[src/rtl/mul_pkg.sv]
package mul_pkg;

    // ##############################
    // Multiplier widths
    // ##############################

    localparam int unsigned op_w = 16;
    localparam int unsigned prod_w = 2 * op_w;

    // First partial-product row that is summed exactly
    localparam int unsigned exact_row = 6;

    // Width of the sparse correction words
    localparam int unsigned corr_w = 21;

    // ##############################
    // Accumulation
    // ##############################

    // 8 bits of headroom, good for 256 products
    localparam int unsigned acc_w = prod_w + 8;
    localparam int unsigned ext_w = acc_w - prod_w;

    localparam int unsigned lanes = 4;

    // Two extra bits cover the four-lane sum
    localparam int unsigned sum_w = acc_w + $clog2(lanes);

endpackage

[src/rtl/ctrl_pkg.sv]
package ctrl_pkg;

    // One select bit per power of two lanes
    localparam int unsigned lane_sel_w = $clog2(mul_pkg::lanes);

    // Opcode stream seen by the dispatcher
    typedef enum logic [1:0] {
        OP_NOP   = 2'd0,
        OP_LOAD  = 2'd1,
        OP_CLEAR = 2'd2,
        OP_READ  = 2'd3
    } op_e;

    // Reducer FSM
    typedef enum logic {
        RED_IDLE = 1'b0,
        RED_SUM  = 1'b1
    } red_state_e;

endpackage

[src/rtl/approx_mul_16.sv]
`timescale 1ns/1ns

module approx_mul_16 (
    input  logic signed [mul_pkg::op_w-1:0]   x,
    input  logic signed [mul_pkg::op_w-1:0]   y,
    output logic        [mul_pkg::prod_w-1:0] z
);

    // Unshifted partial-product rows, one per bit of x
    logic [mul_pkg::op_w-1:0] pp [mul_pkg::op_w];

    // Sparse words that stand in for rows 0 to 5
    logic [mul_pkg::corr_w-1:0] c0;
    logic [mul_pkg::corr_w-1:0] c1;
    logic [mul_pkg::corr_w-1:0] c2;
    logic [mul_pkg::corr_w-1:0] c3;

    logic [mul_pkg::prod_w-1:0] exact_sum;

    // ##############################
    // Baugh-Wooley rows
    // ##############################

    // Rows 0 to 14 invert the sign column
    for (genvar r = 0; r < mul_pkg::op_w - 1; r++) begin : g_row
        assign pp[r] = {~(y[15] & x[r]), y[14:0] & {15{x[r]}}};
    end

    // Last row inverts the body instead
    assign pp[15] = {y[15] & x[15], ~(y[14:0] & {15{x[15]}})};

    // ##############################
    // Correction words, rows 0 to 5
    // ##############################

    always_comb begin
        c0 = '0;
        c0[4]  = pp[4][0];
        c0[6]  = pp[0][6] | pp[1][5];
        c0[9]  = pp[0][8] & pp[1][7];
        c0[10] = pp[0][10] ^ pp[1][9];
        c0[12] = pp[2][10] ^ pp[3][9];
        c0[13] = pp[2][10] & pp[3][9];
        c0[15] = pp[0][15] ^ pp[1][14];
        c0[16] = pp[2][13] | pp[3][12];
        c0[17] = pp[2][15] | pp[3][14];
        c0[18] = pp[2][15] & pp[3][14];
        c0[19] = pp[4][14] & pp[5][13];
        c0[20] = pp[4][15] & pp[5][14];
    end

    always_comb begin
        c1 = '0;
        c1[6]  = pp[0][6] ^ pp[1][5];
        c1[9]  = pp[2][6] & pp[3][5];
        c1[10] = pp[2][7] & pp[3][6];
        c1[12] = pp[4][7] & pp[5][6];
        c1[15] = pp[2][12] & pp[3][11];
        c1[16] = pp[4][12] | pp[5][11];
        c1[17] = pp[2][15] ^ pp[3][14];
        // Sign columns of rows 3 and 5 pass straight through
        c1[18] = pp[3][15];
        c1[19] = pp[4][15] ^ pp[5][14];
        c1[20] = pp[5][15];
    end

    always_comb begin
        c2 = '0;
        c2[15] = pp[2][12] | pp[3][11];
        c2[17] = pp[4][13] ^ pp[5][12];
        c2[18] = pp[4][14] ^ pp[5][13];
    end

    always_comb begin
        c3 = '0;
        c3[15] = pp[4][11] ^ pp[5][10];
    end

    // ##############################
    // Rows 6 to 15, exact
    // ##############################

    always_comb begin
        exact_sum = '0;
        // Each row is widened to the product width before its shift
        for (int i = mul_pkg::exact_row; i < mul_pkg::op_w; i++) begin
            exact_sum = exact_sum + (pp[i] << i);
        end
        // Constant one above the last row
        exact_sum = exact_sum + {1'b1, {(mul_pkg::prod_w - 1){1'b0}}};
    end

    assign z = exact_sum + c0 + c1 + c2 + c3;

endmodule

[src/rtl/mac_lane.sv]
`timescale 1ns/1ns

module mac_lane (
    input  logic                             clk,
    input  logic                             rst_n,
    input  logic                             en,
    input  logic                             clr,
    input  logic signed [mul_pkg::op_w-1:0]  x,
    input  logic signed [mul_pkg::op_w-1:0]  y,
    output logic signed [mul_pkg::acc_w-1:0] acc
);

    logic        [mul_pkg::prod_w-1:0] prod;
    logic signed [mul_pkg::acc_w-1:0]  prod_ext;

    approx_mul_16 u_mul (
        .x (x),
        .y (y),
        .z (prod)
    );

    // Product is two's complement, widen by its top bit
    assign prod_ext = {{(mul_pkg::ext_w){prod[mul_pkg::prod_w-1]}}, prod};

    // Clear wins over a strobe in the same cycle
    always_ff @(posedge clk or negedge rst_n) begin
        if (!rst_n) begin
            acc <= '0;
        end else if (clr) begin
            acc <= '0;
        end else if (en) begin
            acc <= acc + prod_ext;
        end
    end

endmodule

[src/rtl/op_dispatch.sv]
`timescale 1ns/1ns

module op_dispatch (
    input  logic                                clk,
    input  logic                                rst_n,
    input  ctrl_pkg::op_e                       op,
    input  logic [ctrl_pkg::lane_sel_w-1:0]     lane_sel,
    input  logic signed [mul_pkg::op_w-1:0]     x,
    input  logic signed [mul_pkg::op_w-1:0]     y,
    input  logic                                busy,
    output logic [mul_pkg::lanes-1:0]           lane_en,
    output logic                                clr,
    output logic                                start,
    output logic signed [mul_pkg::op_w-1:0]     x_q,
    output logic signed [mul_pkg::op_w-1:0]     y_q
);

    logic load_ok;

    assign load_ok = (op == ctrl_pkg::OP_LOAD) && !busy;

    // ##############################
    // Opcode decode
    // ##############################

    // Nothing is decoded while a reduction walks the lanes
    always_ff @(posedge clk or negedge rst_n) begin
        if (!rst_n) begin
            lane_en <= '0;
            clr     <= 1'b0;
            start   <= 1'b0;
        end else begin
            lane_en <= '0;
            clr     <= 1'b0;
            start   <= 1'b0;
            if (!busy) begin
                case (op)
                    ctrl_pkg::OP_NOP:   ;
                    ctrl_pkg::OP_LOAD:  lane_en[lane_sel] <= 1'b1;
                    ctrl_pkg::OP_CLEAR: clr <= 1'b1;
                    ctrl_pkg::OP_READ:  start <= 1'b1;
                    default:            ;
                endcase
            end
        end
    end

    // Operands only move on an accepted load
    always_ff @(posedge clk) begin
        if (load_ok) begin
            x_q <= x;
            y_q <= y;
        end
    end

endmodule

[src/rtl/acc_reduce.sv]
`timescale 1ns/1ns

module acc_reduce (
    input  logic                             clk,
    input  logic                             rst_n,
    input  logic                             start,
    input  logic signed [mul_pkg::acc_w-1:0] acc [mul_pkg::lanes],
    output logic                             busy,
    output logic                             sum_valid,
    output logic signed [mul_pkg::sum_w-1:0] sum
);

    ctrl_pkg::red_state_e                state;
    logic [ctrl_pkg::lane_sel_w-1:0]     idx;
    logic signed [mul_pkg::sum_w-1:0]    total;
    logic                                last_lane;

    assign last_lane = (idx == ctrl_pkg::lane_sel_w'(mul_pkg::lanes - 1));

    // Covers the start cycle, the walk and the result cycle
    assign busy = start || (state == ctrl_pkg::RED_SUM) || sum_valid;

    // ##############################
    // Lane walk
    // ##############################

    always_ff @(posedge clk or negedge rst_n) begin
        if (!rst_n) begin
            state     <= ctrl_pkg::RED_IDLE;
            idx       <= '0;
            sum_valid <= 1'b0;
            sum       <= '0;
        end else begin
            sum_valid <= 1'b0;
            case (state)
                ctrl_pkg::RED_IDLE: begin
                    if (start) begin
                        // Lane 0 is taken on the way in
                        state <= ctrl_pkg::RED_SUM;
                        idx   <= ctrl_pkg::lane_sel_w'(1);
                    end
                end
                ctrl_pkg::RED_SUM: begin
                    if (last_lane) begin
                        state     <= ctrl_pkg::RED_IDLE;
                        idx       <= '0;
                        sum       <= total + acc[idx];
                        sum_valid <= 1'b1;
                    end else begin
                        idx <= idx + 1'b1;
                    end
                end
                default: state <= ctrl_pkg::RED_IDLE;
            endcase
        end
    end

    // Running total restarts from lane 0
    always_ff @(posedge clk) begin
        if (state == ctrl_pkg::RED_IDLE && start) begin
            total <= mul_pkg::sum_w'(acc[0]);
        end else if (state == ctrl_pkg::RED_SUM && !last_lane) begin
            total <= total + acc[idx];
        end
    end

endmodule

[src/rtl/dot_engine_top.sv]
`timescale 1ns/1ns

module dot_engine_top (
    input  logic                                clk,
    input  logic                                rst_n,
    input  ctrl_pkg::op_e                       op,
    input  logic [ctrl_pkg::lane_sel_w-1:0]     lane_sel,
    input  logic signed [mul_pkg::op_w-1:0]     x,
    input  logic signed [mul_pkg::op_w-1:0]     y,
    output logic                                busy,
    output logic                                sum_valid,
    output logic signed [mul_pkg::sum_w-1:0]    sum
);

    logic [mul_pkg::lanes-1:0]           lane_en;
    logic                                clr;
    logic                                start;
    logic signed [mul_pkg::op_w-1:0]     x_q;
    logic signed [mul_pkg::op_w-1:0]     y_q;
    logic signed [mul_pkg::acc_w-1:0]    lane_acc [mul_pkg::lanes];

    op_dispatch u_dispatch (
        .clk      (clk),
        .rst_n    (rst_n),
        .op       (op),
        .lane_sel (lane_sel),
        .x        (x),
        .y        (y),
        .busy     (busy),
        .lane_en  (lane_en),
        .clr      (clr),
        .start    (start),
        .x_q      (x_q),
        .y_q      (y_q)
    );

    // Lanes share operands and clear, each has its own strobe
    for (genvar i = 0; i < mul_pkg::lanes; i++) begin : g_lane
        mac_lane u_lane (
            .clk   (clk),
            .rst_n (rst_n),
            .en    (lane_en[i]),
            .clr   (clr),
            .x     (x_q),
            .y     (y_q),
            .acc   (lane_acc[i])
        );
    end

    acc_reduce u_reduce (
        .clk       (clk),
        .rst_n     (rst_n),
        .start     (start),
        .acc       (lane_acc),
        .busy      (busy),
        .sum_valid (sum_valid),
        .sum       (sum)
    );

endmodule

[config.mk]
export PLATFORM = sky130hd
export DESIGN_NAME = dot_engine_top
export DESIGN_NICKNAME = d
export VERILOG_FILES = /design/src/rtl/mul_pkg.sv /design/src/rtl/ctrl_pkg.sv /design/src/rtl/approx_mul_16.sv /design/src/rtl/mac_lane.sv /design/src/rtl/op_dispatch.sv /design/src/rtl/acc_reduce.sv /design/src/rtl/dot_engine_top.sv
export SDC_FILE = /design/constraint.sdc
export NUM_CORES = 1
export LEC_CHECK = 0
export ABC_AREA = 1
export CORE_MARGIN = 2
export CORE_UTILIZATION = 30
export DETAILED_ROUTE_END_ITERATION = 10
export DONT_BUFFER_PORTS = 1
export SLEW_MARGIN = 20
export SYNTH_ARGS = -nofsm -noshare
export SYNTH_HDL_FRONTEND = slang
export SYNTH_SLANG_ARGS = --single-unit
export TNS_END_PERCENT = 20
[constraint.sdc]
create_clock -name clk -period 7.9 [get_ports clk]
set_input_delay 0.79 -clock clk [delete_from_list [all_inputs] [get_ports clk]]
set_output_delay 0.79 -clock clk [all_outputs]
set_load 0.05 [all_outputs]
Word level (Yosys, flattened, before mapping)
Cells that the tools add are included.
Widths: inputs -> output; s select.
Word-level totals
  register bits: 286
  bits of input ports: 38
Cells by class
  $lt $le $gt $ge: 3
  eq/ne operators: 5
  reductions and logical operators: 14
  mux-type cells: 29
  add/sub/neg operators: 20
  bitwise logic cells: 71
Operators by type and width (number)
  $mux 40: 10
  $and 15x15->15: 14
  $add 40x32->40: 4
  $mux 42: 2
  $bmux 40 s2: 1
  $add 32x21->32: 2
  $add 42x40->42: 1
  $add 32x16->32: 1
  $add 32x19->32: 1
  $add 32x29->32: 1
  $add 32x30->32: 1
  $add 32x31->32: 1
  $add 32x32->32 const B: 1
  $add 28x28->29: 1
  $add 27x27->28: 1
  $add 26x26->27: 1
  $add 25x25->26: 1
  $add 24x24->25: 1
  $add 22x23->24: 1
  $and 1x1->1: 24
  $not 1->1: 15
  $not 15->15: 1
  $and 14x14->14: 1
  $and 11x11->11: 1
  21 further kinds: 54

Longest topological paths before layout
Gate-level depths: netlist of run 1.
  word-level depth: 19
  gate-level depth with buffers: 48

By module
From an unflattened synthesis of run 1, not the netlist that was laid out.
Unflattened totals
  cell total of the unflattened synthesis: 8822
  area, all modules: 56287.7 um^2
By module, submodules not included
  mac_lane: cells an instance 767, instances 4, area an instance 4480.5 um^2
  approx_mul_16 at g_lane[0].u_lane.u_mul ...: cells an instance 1123, instances 2, area an instance 7392.1 um^2
  acc_reduce: cells an instance 1226, instances 1, area an instance 7673.6 um^2
  approx_mul_16 at g_lane[2].u_lane.u_mul: cells an instance 1131, instances 1, area an instance 7455.9 um^2
  approx_mul_16 at g_lane[3].u_lane.u_mul: cells an instance 1096, instances 1, area an instance 7269.5 um^2
  op_dispatch: cells an instance 55, instances 1, area an instance 1182.4 um^2

Worst setup path before layout of run 1
OpenSTA, ideal clock, no wires.
  path kind: register -> register
  start point: reg u_dispatch.x_q[9] in the netlist's numbering
  end point: reg g_lane[0].u_lane.acc[38] in the netlist's numbering
  data required time: 7783 ps
  library setup time: 117 ps
  data arrival time: 8610 ps
  setup slack: -827 ps
  cell stages (with the launch flop): 39
  cell sequence: edfxtp_1 clkbuf_1 clkbuf_1 nand2_1 inv_1 fa_1 fa_1 fa_1 inv_1 fa_1 inv_1 ha_1 a21oi_1 nand2_1 a21boi_1 o21ai_0 xnor2_1 fa_1 [3 not listed] ha_1 ha_1 nand2_1 nor2_2 nand2_1 inv_1 a21oi_1 o21bai_1 xor2_1 ha_1 a21oi_1 o21a_1 a21boi_0 nor2_1 nor2_1 nand3_1 nand3_1 nand2_1
Between the ends
  word-level cells in the longest chain between the ends: 17
  elaborated cells between the ends (all ways): 18
  classes of those cells: 13 x add/sub; 2 x mux; 3 x bitwise
Ends and longest elaborated chain
  start, declared: RTL line op_dispatch.sv:14  | output logic signed [mul_pkg::op_w-1:0] x_q,
  start signal, assigned: RTL line op_dispatch.sv:51  | x_q <= x;
  $and 1x1->1: RTL line approx_mul_16.sv:26  | assign pp[r] = {~(y[15] & x[r]), y[14:0] & {15{x[r]}}};
  $not 1->1: RTL line approx_mul_16.sv:26
  $add 25x25->26 (*): RTL line approx_mul_16.sv:87  | exact_sum = exact_sum + (pp[i] << i);
  $add 26x26->27 (*): RTL line approx_mul_16.sv:87
  $add 27x27->28 (*): RTL line approx_mul_16.sv:87
  $add 28x28->29 (*): RTL line approx_mul_16.sv:87
  $add 32x29->32 (*): RTL line approx_mul_16.sv:87
  $add 32x30->32 (*): RTL line approx_mul_16.sv:87
  $add 32x31->32 (*): RTL line approx_mul_16.sv:87
  $add 32x32->32 (*): RTL line approx_mul_16.sv:90  | exact_sum = exact_sum + {1'b1, {(mul_pkg::prod_w - 1){1'b0}}};
  $add 32x21->32 (*) (2 in series): RTL line approx_mul_16.sv:93  | assign z = exact_sum + c0 + c1 + c2 + c3;
  $add 32x19->32 (*): RTL line approx_mul_16.sv:93
  $add 32x16->32 (*): RTL line approx_mul_16.sv:93
  $add 40x32->40 (*): RTL line mac_lane.sv:32  | acc <= acc + prod_ext;
  $mux 40 (*): RTL line mac_lane.sv:31  | end else if (en) begin
  $mux 40 (*): RTL line mac_lane.sv:29  | end else if (clr) begin
  end signal, assigned: RTL line mac_lane.sv:32
  end, declared: RTL line mac_lane.sv:10  | output logic signed [mul_pkg::acc_w-1:0] acc
Every way passes the cells marked *; elsewhere a longest branch is shown, timed or not. The select of a mux whose other input is x is not followed.
A chain may end at the register's enable or synchronous reset.

Final worst setup path of run 1
  start point: reg u_dispatch.y_q[10] in the netlist's numbering
  end point: reg g_lane[1].u_lane.acc[29] in the netlist's numbering
Between the ends
  word-level cells in the longest chain between the ends: 18
  elaborated cells between the ends (all ways): 35
  classes of those cells: 15 x add/sub; 2 x mux; 18 x bitwise
Ends and longest elaborated chain
  start, declared: RTL line op_dispatch.sv:15  | output logic signed [mul_pkg::op_w-1:0] y_q
  start signal, assigned: RTL line op_dispatch.sv:52  | y_q <= y;
  $and 15x15->15: RTL line approx_mul_16.sv:26
  $add 22x23->24: RTL line approx_mul_16.sv:87
  $add 24x24->25: RTL line approx_mul_16.sv:87
  $add 25x25->26: RTL line approx_mul_16.sv:87
  $add 26x26->27: RTL line approx_mul_16.sv:87
  $add 27x27->28: RTL line approx_mul_16.sv:87
  $add 28x28->29: RTL line approx_mul_16.sv:87
  $add 32x29->32: RTL line approx_mul_16.sv:87
  $add 32x30->32: RTL line approx_mul_16.sv:87
  $add 32x31->32: RTL line approx_mul_16.sv:87
  $add 32x32->32: RTL line approx_mul_16.sv:90
  $add 32x21->32 (2 in series): RTL line approx_mul_16.sv:93
  $add 32x19->32: RTL line approx_mul_16.sv:93
  $add 32x16->32 (*): RTL line approx_mul_16.sv:93
  $add 40x32->40 (*): RTL line mac_lane.sv:32
  $mux 40 (*): RTL line mac_lane.sv:31
  $mux 40 (*): RTL line mac_lane.sv:29
  end signal, assigned: RTL line mac_lane.sv:32
  end, declared: RTL line mac_lane.sv:10
Marked as above.

==> results.yml, run 1 <==
synthesis:
  synth_edf_count: 72
  ys_seq_area_frac: 0.2399
  syn-mean-instance-area_um2: 6.811
  ys.flop_type: "dfrtp_1"
  yosys_register_bits: 266
  synth_async_sr_flop_share: 0.7293
  yosysUniqueCellTypes: 53
  synth_cells: 4295
  ys_warn_count: 0
  syn_area_um2: 29250
finish:
  seqCellArea_um2: 7018
  layout-drive-gt1-share: 0.2680
  fill_cells: 9815
  fin_nets: 5256
  instances_no_fill: 6098
  multiInputGateArea_um2: 23630
  area_growth_pct: 37.88
setup_path:
  path_class: "flip-flop to flip-flop"
  crit_path_start_kind: "flip-flop"
  critical_path.max_stage_delay_ns: 0.56
  crit_slowest_cell: "fa_1"
  cp-end-kind: "flip-flop"
  crit_fanout: 7
  cp_top_family: "adder cells"
  worst_ep_arrival_time_ns: 9.10
  crit_required_ns: 8.37
  cp_num_buf_inv: 9
timing:
  max_slew_margin: 0.4734
  fmax_mhz: 115.9
  period_needed_ns: 8.632
  hold_viol: 0
  setup_viol: 95
  worstMarginPinSlew_ns: 0.7898
  rsz0062_at_grt: "true"
  fin_crit_sh: 1.093
  finalMaxSlewViolations: 0
  clock-skew-final_ns: 0.05113
  fin_tns_setup_ns: -43.53
  layout_setup_ws_ns: -0.7316
route:
  drt-total-wl_mm: 115.8
  detail_route.vias_per_cell: 5.073
  routedWlPerCell_um: 18.98
  ant_nets: 0
  drc_errors: 0
  initialDrtViolationCount: 2659
  num_vias: 30940
  dr.pass1.iters: 5
place:
  portBuffers: 0
  preCtsSetupSlack_ns: -1.356
  gp_congestion: 0.9601
  dp_hpwl_mm: 87.88
  placed_cells: 5963
floorplanning:
  die_x_um: 316.3
  core_region_area_um2: 96710
  io_pins: 82
  num_rows: 114
  start_util: 0.3025
  die_area_um2: 100000
  die_y_um: 316.3
hold_path:
  min_path_type: "primary input to asynchronous set/reset pin"
run_status:
  failed_checks: "negative setup slack"
  status: "finished, violations left"
clocking:
  path_clk_slew_ns: 0.06
  clock-root-buffer: "clkbuf_16"
  cts_tree: "built"
  insertion_delay_ns: 0.62
  numClockSinks: 266
  numCtsBuffers: 38
  cts_htree_levels: 2
  clockBufferDepth: 3
global_routing:
  grt_pass1_vias: 29390
  grt_pass1_wl_mm: 173.3
  grtUsageTotal: 0.2251
  antenna_found_initial: 0
  grt_max_degree: 195
  globalRouteOverflowTotal: 0
run:
  max_cap_viol_count: 0
==> registers in the layout, indices dropped and copies added (netlist names) <==
register	count
u_dispatch.start	1
u_dispatch.y_q	16
u_reduce.sum	40
u_reduce.total	40
u_reduce.state	1
g_lane.u_lane.acc	144
u_dispatch.x_q	16
u_dispatch.lane_en	4
u_reduce.idx	2
u_reduce.sum_valid	1
u_dispatch.clr	1
==> through the flow <==
step	util	hold WS (ns)	instance area [um^2]
after detailed placement	0.3594	0.4984	34760
final	0.4171	0.1426	40340
after CTS	0.3986	0.1989	38550
after floorplan	-	0.4695	29880
after global placement	0.3593	0.4954	34750
after global routing	0.4170	0.1768	40330
==> area by class of cell <==
class | instances | area share
well taps | 1276 | 0.03958
multi-input cells | 3357 | 0.5857
flip-flops and latches | 266 | 0.1740
inverters | 579 | 0.05394
clock buffers | 47 | 0.02466
repair buffers | 549 | 0.1130
diodes | 2 | 0.0001241
clock inverters | 22 | 0.008996
==> cells by family (layout without fill, tap and decap cells) <==
kind of cell / Yosys count / in the layout / synth area share
fa+ha+maj: 427 / 427 / 0.2139
compound gates: 805 / 805 / 0.1503
simple gates: 2050 / 2056 / 0.2871
flops: 266 / 266 / 0.2399
other cells: 1 / 5 / 0.0001282
xor+xnor: 66 / 66 / 0.01976
buf+inv: 680 / 1197 / 0.08900
==> Yosys cell counts (4+ instances only) <==
library cell / instances / area [um^2]
a32o_1: 5 / 50.05
clkbuf_1: 80 / 300.3
nand3_1: 227 / 1136
nor4_1: 8 / 50.05
o21bai_1: 16 / 120.1
inv_2: 8 / 30.03
nor3_1: 51 / 255.2
nand2_2: 9 / 56.30
o21a_1: 11 / 82.58
nor2_1: 444 / 1667
o21ai_0: 336 / 1682
and2_1: 6 / 37.54
edfxtp_1: 72 / 2162
nand2_1: 1214 / 4557
o21ai_2: 17 / 148.9
nand4_1: 38 / 237.7
nor2_2: 4 / 25.02
buf_2: 9 / 45.04
xor2_1: 39 / 341.6
a21boi_0: 10 / 75.07
o21ai_1: 20 / 100.1
or2_2: 15 / 93.84
a21oi_1: 310 / 1551
dfrtp_1: 194 / 4855
fa_1: 122 / 2442
o22ai_1: 37 / 231.5
xnor2_1: 27 / 236.5
nand3b_1: 25 / 187.7
buf_1: 5 / 18.77
inv_1: 569 / 2136
o31ai_1: 8 / 60.06
a22o_1: 10 / 87.58
a21o_1: 12 / 90.09
ha_1: 305 / 3816
==> worst reg2reg max path: cells and delay by family (launching register included) <==
| kind | cells | cell delay [ns] |
|---|---|---|
| xor+xnor | 2 | 0.28 |
| compound gates | 6 | 1.00 |
| buf+inv | 9 | 0.77 |
| fa+ha+maj | 11 | 4.59 |
| simple gates | 11 | 1.32 |
| flops | 1 | 0.53 |
==> layout by cell type, fill, tap and decap left out, types with 40 or more instances in the layout <==
master | Yosys | final
a21oi_1 | 310 | 213
a21oi_2 | 2 | 75
buf_4 | 2 | 500
dfrtp_1 | 194 | 193
edfxtp_1 | 72 | 72
fa_1 | 122 | 115
ha_1 | 305 | 182
ha_4 | 0 | 120
inv_1 | 569 | 528
inv_2 | 8 | 48
nand2_1 | 1214 | 1113
nand2_2 | 9 | 81
nand3_1 | 227 | 198
nor2_1 | 444 | 327
nor2_2 | 4 | 78
nor2_4 | 2 | 45
o21ai_0 | 336 | 267
o21ai_1 | 20 | 61
o21ai_2 | 17 | 40
==> path summary, 6_finish.rpt <==
check	start	endpoint	slack, ns	cells past startpoint
setup / recovery	u_dispatch.y_q[10]	g_lane[1].u_lane.acc[29]	-0.73	39
hold / removal	rst_n	u_reduce.sum[40]	0.14	1
setup reg to reg	u_dispatch.y_q[10]	g_lane[1].u_lane.acc[29]	-0.73	39
hold reg to reg	g_lane[1].u_lane.acc[13]	g_lane[1].u_lane.acc[13]	0.52	2
max in group asynchronous	rst_n	u_reduce.idx[0]	6.74	2
min in group clk	lane_sel[1]	u_dispatch.lane_en[1]	0.24	1
==> per-layer routing <==
layer | track usage | up-vias | part of all wire
li1 | - | 15030 | -
met2 | 0.3483 | 987 | 0.44
met5 | 0 | - | 0
met3 | 0.03591 | 183 | 0.069
met4 | 0.07097 | 0 | 0.033
met1 | 0.3205 | 14730 | 0.46
==> repair_timing <==
| action | 4_1_cts | 5_1_grt |
|---|---|---|
| setup buffers | 28 | 30 |
| gates resized for setup | 420 | 335 |
| hold buffers | 1 | 0 |
| pin swaps | 106 | 144 |
| endpoints found under the setup margin | 96 | 96 |
| endpoints found under the hold margin | 194 | 0 |
| gates cloned | 6 | 0 |
Power of run 1 is left out: the tool's default activity adds up to more than one toggle a clock period on the data nets, which glitch-free logic cannot reach.
==> run 2, diff against run 1 <==
--- a/config.mk
+++ b/config.mk
@@ -6,12 +6,17 @@
 export NUM_CORES = 1
 export LEC_CHECK = 0
 export ABC_AREA = 1
+export CELL_PAD_IN_SITES_DETAIL_PLACEMENT = 1
+export CELL_PAD_IN_SITES_GLOBAL_PLACEMENT = 1
 export CORE_MARGIN = 2
 export CORE_UTILIZATION = 30
 export DETAILED_ROUTE_END_ITERATION = 10
 export DONT_BUFFER_PORTS = 1
+export PLACE_DENSITY_LB_ADDON = 0.1
+export SKIP_LAST_GASP = 1
 export SLEW_MARGIN = 20
 export SYNTH_ARGS = -nofsm -noshare
 export SYNTH_HDL_FRONTEND = slang
+export SYNTH_HIERARCHICAL = 1
 export SYNTH_SLANG_ARGS = --single-unit
 export TNS_END_PERCENT = 20
==> results.yml, run 2 <==
run_status:
  status: "finished, violations left"
  failed_checks: "negative setup slack"
place:
  gp_congestion: 0.9092
  portBuffers: 0
  dp_hpwl_mm: 184.6
  preCtsSetupSlack_ns: -0.6065
setup_path:
  crit_top_cell: "nand2_1"
  crit_slowest_cell: "fa_1"
  worst_r2r_path_depth: 45
  cp-end-kind: "flip-flop"
  reg2reg_from: "u_dispatch/x_q[6]"
  path_class: "flip-flop to flip-flop"
  r2r_end: "g_lane[0].u_lane/acc[37]"
  crit_start: "u_dispatch/x_q[6]"
  endpoint: "g_lane[0].u_lane/acc[37]"
  crit_fanout: 5
  worst_ep_arrival_time_ns: 8.57
  crit_required_ns: 8.43
  critical_path.max_stage_delay_ns: 0.55
  ff2ff_setup_slack_ns: -0.14
  crit_path_start_kind: "flip-flop"
route:
  ant_nets: 0
  initialDrtViolationCount: 2621
  detail_route.vias_per_cell: 4.699
  num_vias: 56560
  routedWlPerCell_um: 19.03
  drc_errors: 0
  dr.pass1.iters: 5
  drt-total-wl_mm: 229.1
timing:
  fmax_mhz: 124.4
  fin_crit_sh: 1.018
  clock-skew-final_ns: 0.04860
  fin_tns_setup_ns: -2.338
  layout_setup_ws_ns: -0.1414
  setup_viol: 39
  finalMaxSlewViolations: 0
  period_needed_ns: 8.041
  rsz0062_at_grt: "true"
  worstMarginPinSlew_ns: 1.267
  hold_viol: 0
  max_slew_margin: 0.1464
synthesis:
  synth_most_common_cell: "nand2_1"
  syn_area_um2: 56290
  yosysUniqueCellTypes: 46
  ys_warn_count: 6
  synth_area_leaders: "nand2_1 (20%), fa_1 (18%), inv_1 (13%), ha_1 (13%), dfrtp_1 (9.4%)"
  syn-mean-instance-area_um2: 6.380
  synth_top_area_share: 0.2023
  ys.flop_type: "dfrtp_1"
  synthTopCellsByCount: "nand2_1 (3033), inv_1 (2014), nor2_1 (597), ha_1 (574), fa_1 (493)"
  synth_async_sr_flop_share: 0.7413
  yosys_register_bits: 286
  ys_seq_area_frac: 0.1337
  synth_edf_count: 74
  synth_cells: 8822
  synth_top_area_cell: "nand2_1"
floorplanning:
  io_pins: 82
  start_util: 0.3029
  core_region_area_um2: 185800
  die_y_um: 437.2
  die_area_um2: 191100
  num_rows: 158
  die_x_um: 437.2
clocking:
  cts_htree_levels: 2
  path_clk_slew_ns: 0.07
  clock-root-buffer: "clkbuf_16"
  clockBufferDepth: 3
  numClockSinks: 286
  cts_tree: "built"
  numCtsBuffers: 46
  insertion_delay_ns: 0.68
global_routing:
  grt_pass1_vias: 59960
  globalRouteOverflowTotal: 0
  antenna_found_initial: 3
  grt_max_degree: 213
  grt_pass1_wl_mm: 346.7
  grtUsageTotal: 0.2326
finish:
  top_register: "g_lane.u_lane/acc"
  layout-drive-gt1-share: 0.2369
  final_common_cell: "nand2_1"
  fin_util: 0.3971
  top_regs: "g_lane.u_lane/acc x160, u_reduce/sum x42, u_reduce/total x42"
  fin_nets: 10620
  largest_register_ff_count: 160
  final_cell_mix: "nand2_1 (2734), inv_1 (1932), buf_4 (773)"
  area_growth_pct: 31.11
run:
  max_cap_viol_count: 0
hold_path:
  min_path_type: "primary input to asynchronous set/reset pin"
==> run 2: changes by cell type after synthesis, moves of 39 or more <==
cell,change
nand2_1,+1819
nor2_2,+39
nand3_2,+62
inv_1,+1445
nand3_1,+141
ha_1,+269
o21ai_0,-77
fa_1,+371
xor2_1,+49
nand2_2,+106
nor2_1,+153
clkbuf_1,+118
==> run 2: through the flow <==
stage | area [um^2] | hold slack (ns) | std cells
global route | 73790 | 0.02561 | 12040
CTS | 68690 | 0.1564 | 11960
finish | 73800 | 0.01226 | 12040
detailed placement | 64690 | 0.5122 | 11850
floorplan | 56350 | 0.4718 | 8838
global placement | 64690 | 0.4973 | 11850
==> run 2: cell type report <==
| class | instances | area [um^2] |
|---|---|---|
| Clock inverter | 28 | 420.4 |
| Timing Repair Buffer | 868 | 7425 |
| Inverter | 2037 | 7656 |
| Clock buffer | 58 | 1280 |
| Tap cell | 2480 | 3103 |
| Multi-Input combinational cell | 6279 | 46380 |
| Antenna cell | 2 | 5.005 |
| Fill cell | 23540 | 112000 |
| Sequential cell | 286 | 7528 |
==> run 2: cell families (layout without fill, tap and decap cells) <==
family / Yosys count / count (layout) / synth area share
xor+xnor: 137 / 137 / 0.02132
simple gates: 4365 / 4365 / 0.3211
fa+ha+maj: 1067 / 1067 / 0.3029
buf+inv: 2273 / 2991 / 0.1534
compound gates: 690 / 690 / 0.06729
flops: 286 / 286 / 0.1337
other cells: 4 / 22 / 0.0002667
==> run 2: routing by layer <==
| metal | vias to the layer above | routed length (um) | track usage |
|---|---|---|---|
| met3 | 194 | 6040 | 0.01764 |
| met2 | 581 | 115300 | 0.4157 |
| met5 | - | 0 | 0 |
| li1 | 27750 | - | - |
| met1 | 28040 | 102200 | 0.3027 |
| met4 | 0 | 5603 | 0.05489 |
==> run 2: worst min path at each step <==
stage	from	end	slack, ns	depth (start not counted)
after floorplan	g_lane[2].u_lane/acc[10]	g_lane[2].u_lane/acc[10]	0.47	2
after global placement	g_lane[1].u_lane/acc[5]	g_lane[1].u_lane/acc[5]	0.50	2
after detailed placement	g_lane[3].u_lane/acc[13]	g_lane[3].u_lane/acc[13]	0.51	2
after CTS	op[0]	u_dispatch/clr	0.16	1
after global routing	rst_n	g_lane[3].u_lane/acc[38]	0.03	1
final	rst_n	g_lane[3].u_lane/acc[38]	0.01	1
==> run 2: critical path: cells and delay by family, from the launching register on <==
| kind | cells | cell delay, ns |
|---|---|---|
| flip-flops | 1 | 0.38 |
| adder cells (fa/ha/maj) | 10 | 4.13 |
| buffers and inverters | 13 | 1.34 |
| AND/OR/NAND/NOR | 18 | 1.58 |
| AO/OA/AOI/OAI | 2 | 0.17 |
| XOR/XNOR | 2 | 0.31 |
==> run 2: timing repair <==
action,in CTS,in global routing
endpoints found under the setup margin,88,89
cloned,4,7
hold buffers,1,0
endpoints found under the hold margin,212,0
gates resized for setup,380,969
pin swaps,79,400
buffers inserted,25,70
Power of run 2 is left out for the same reason.
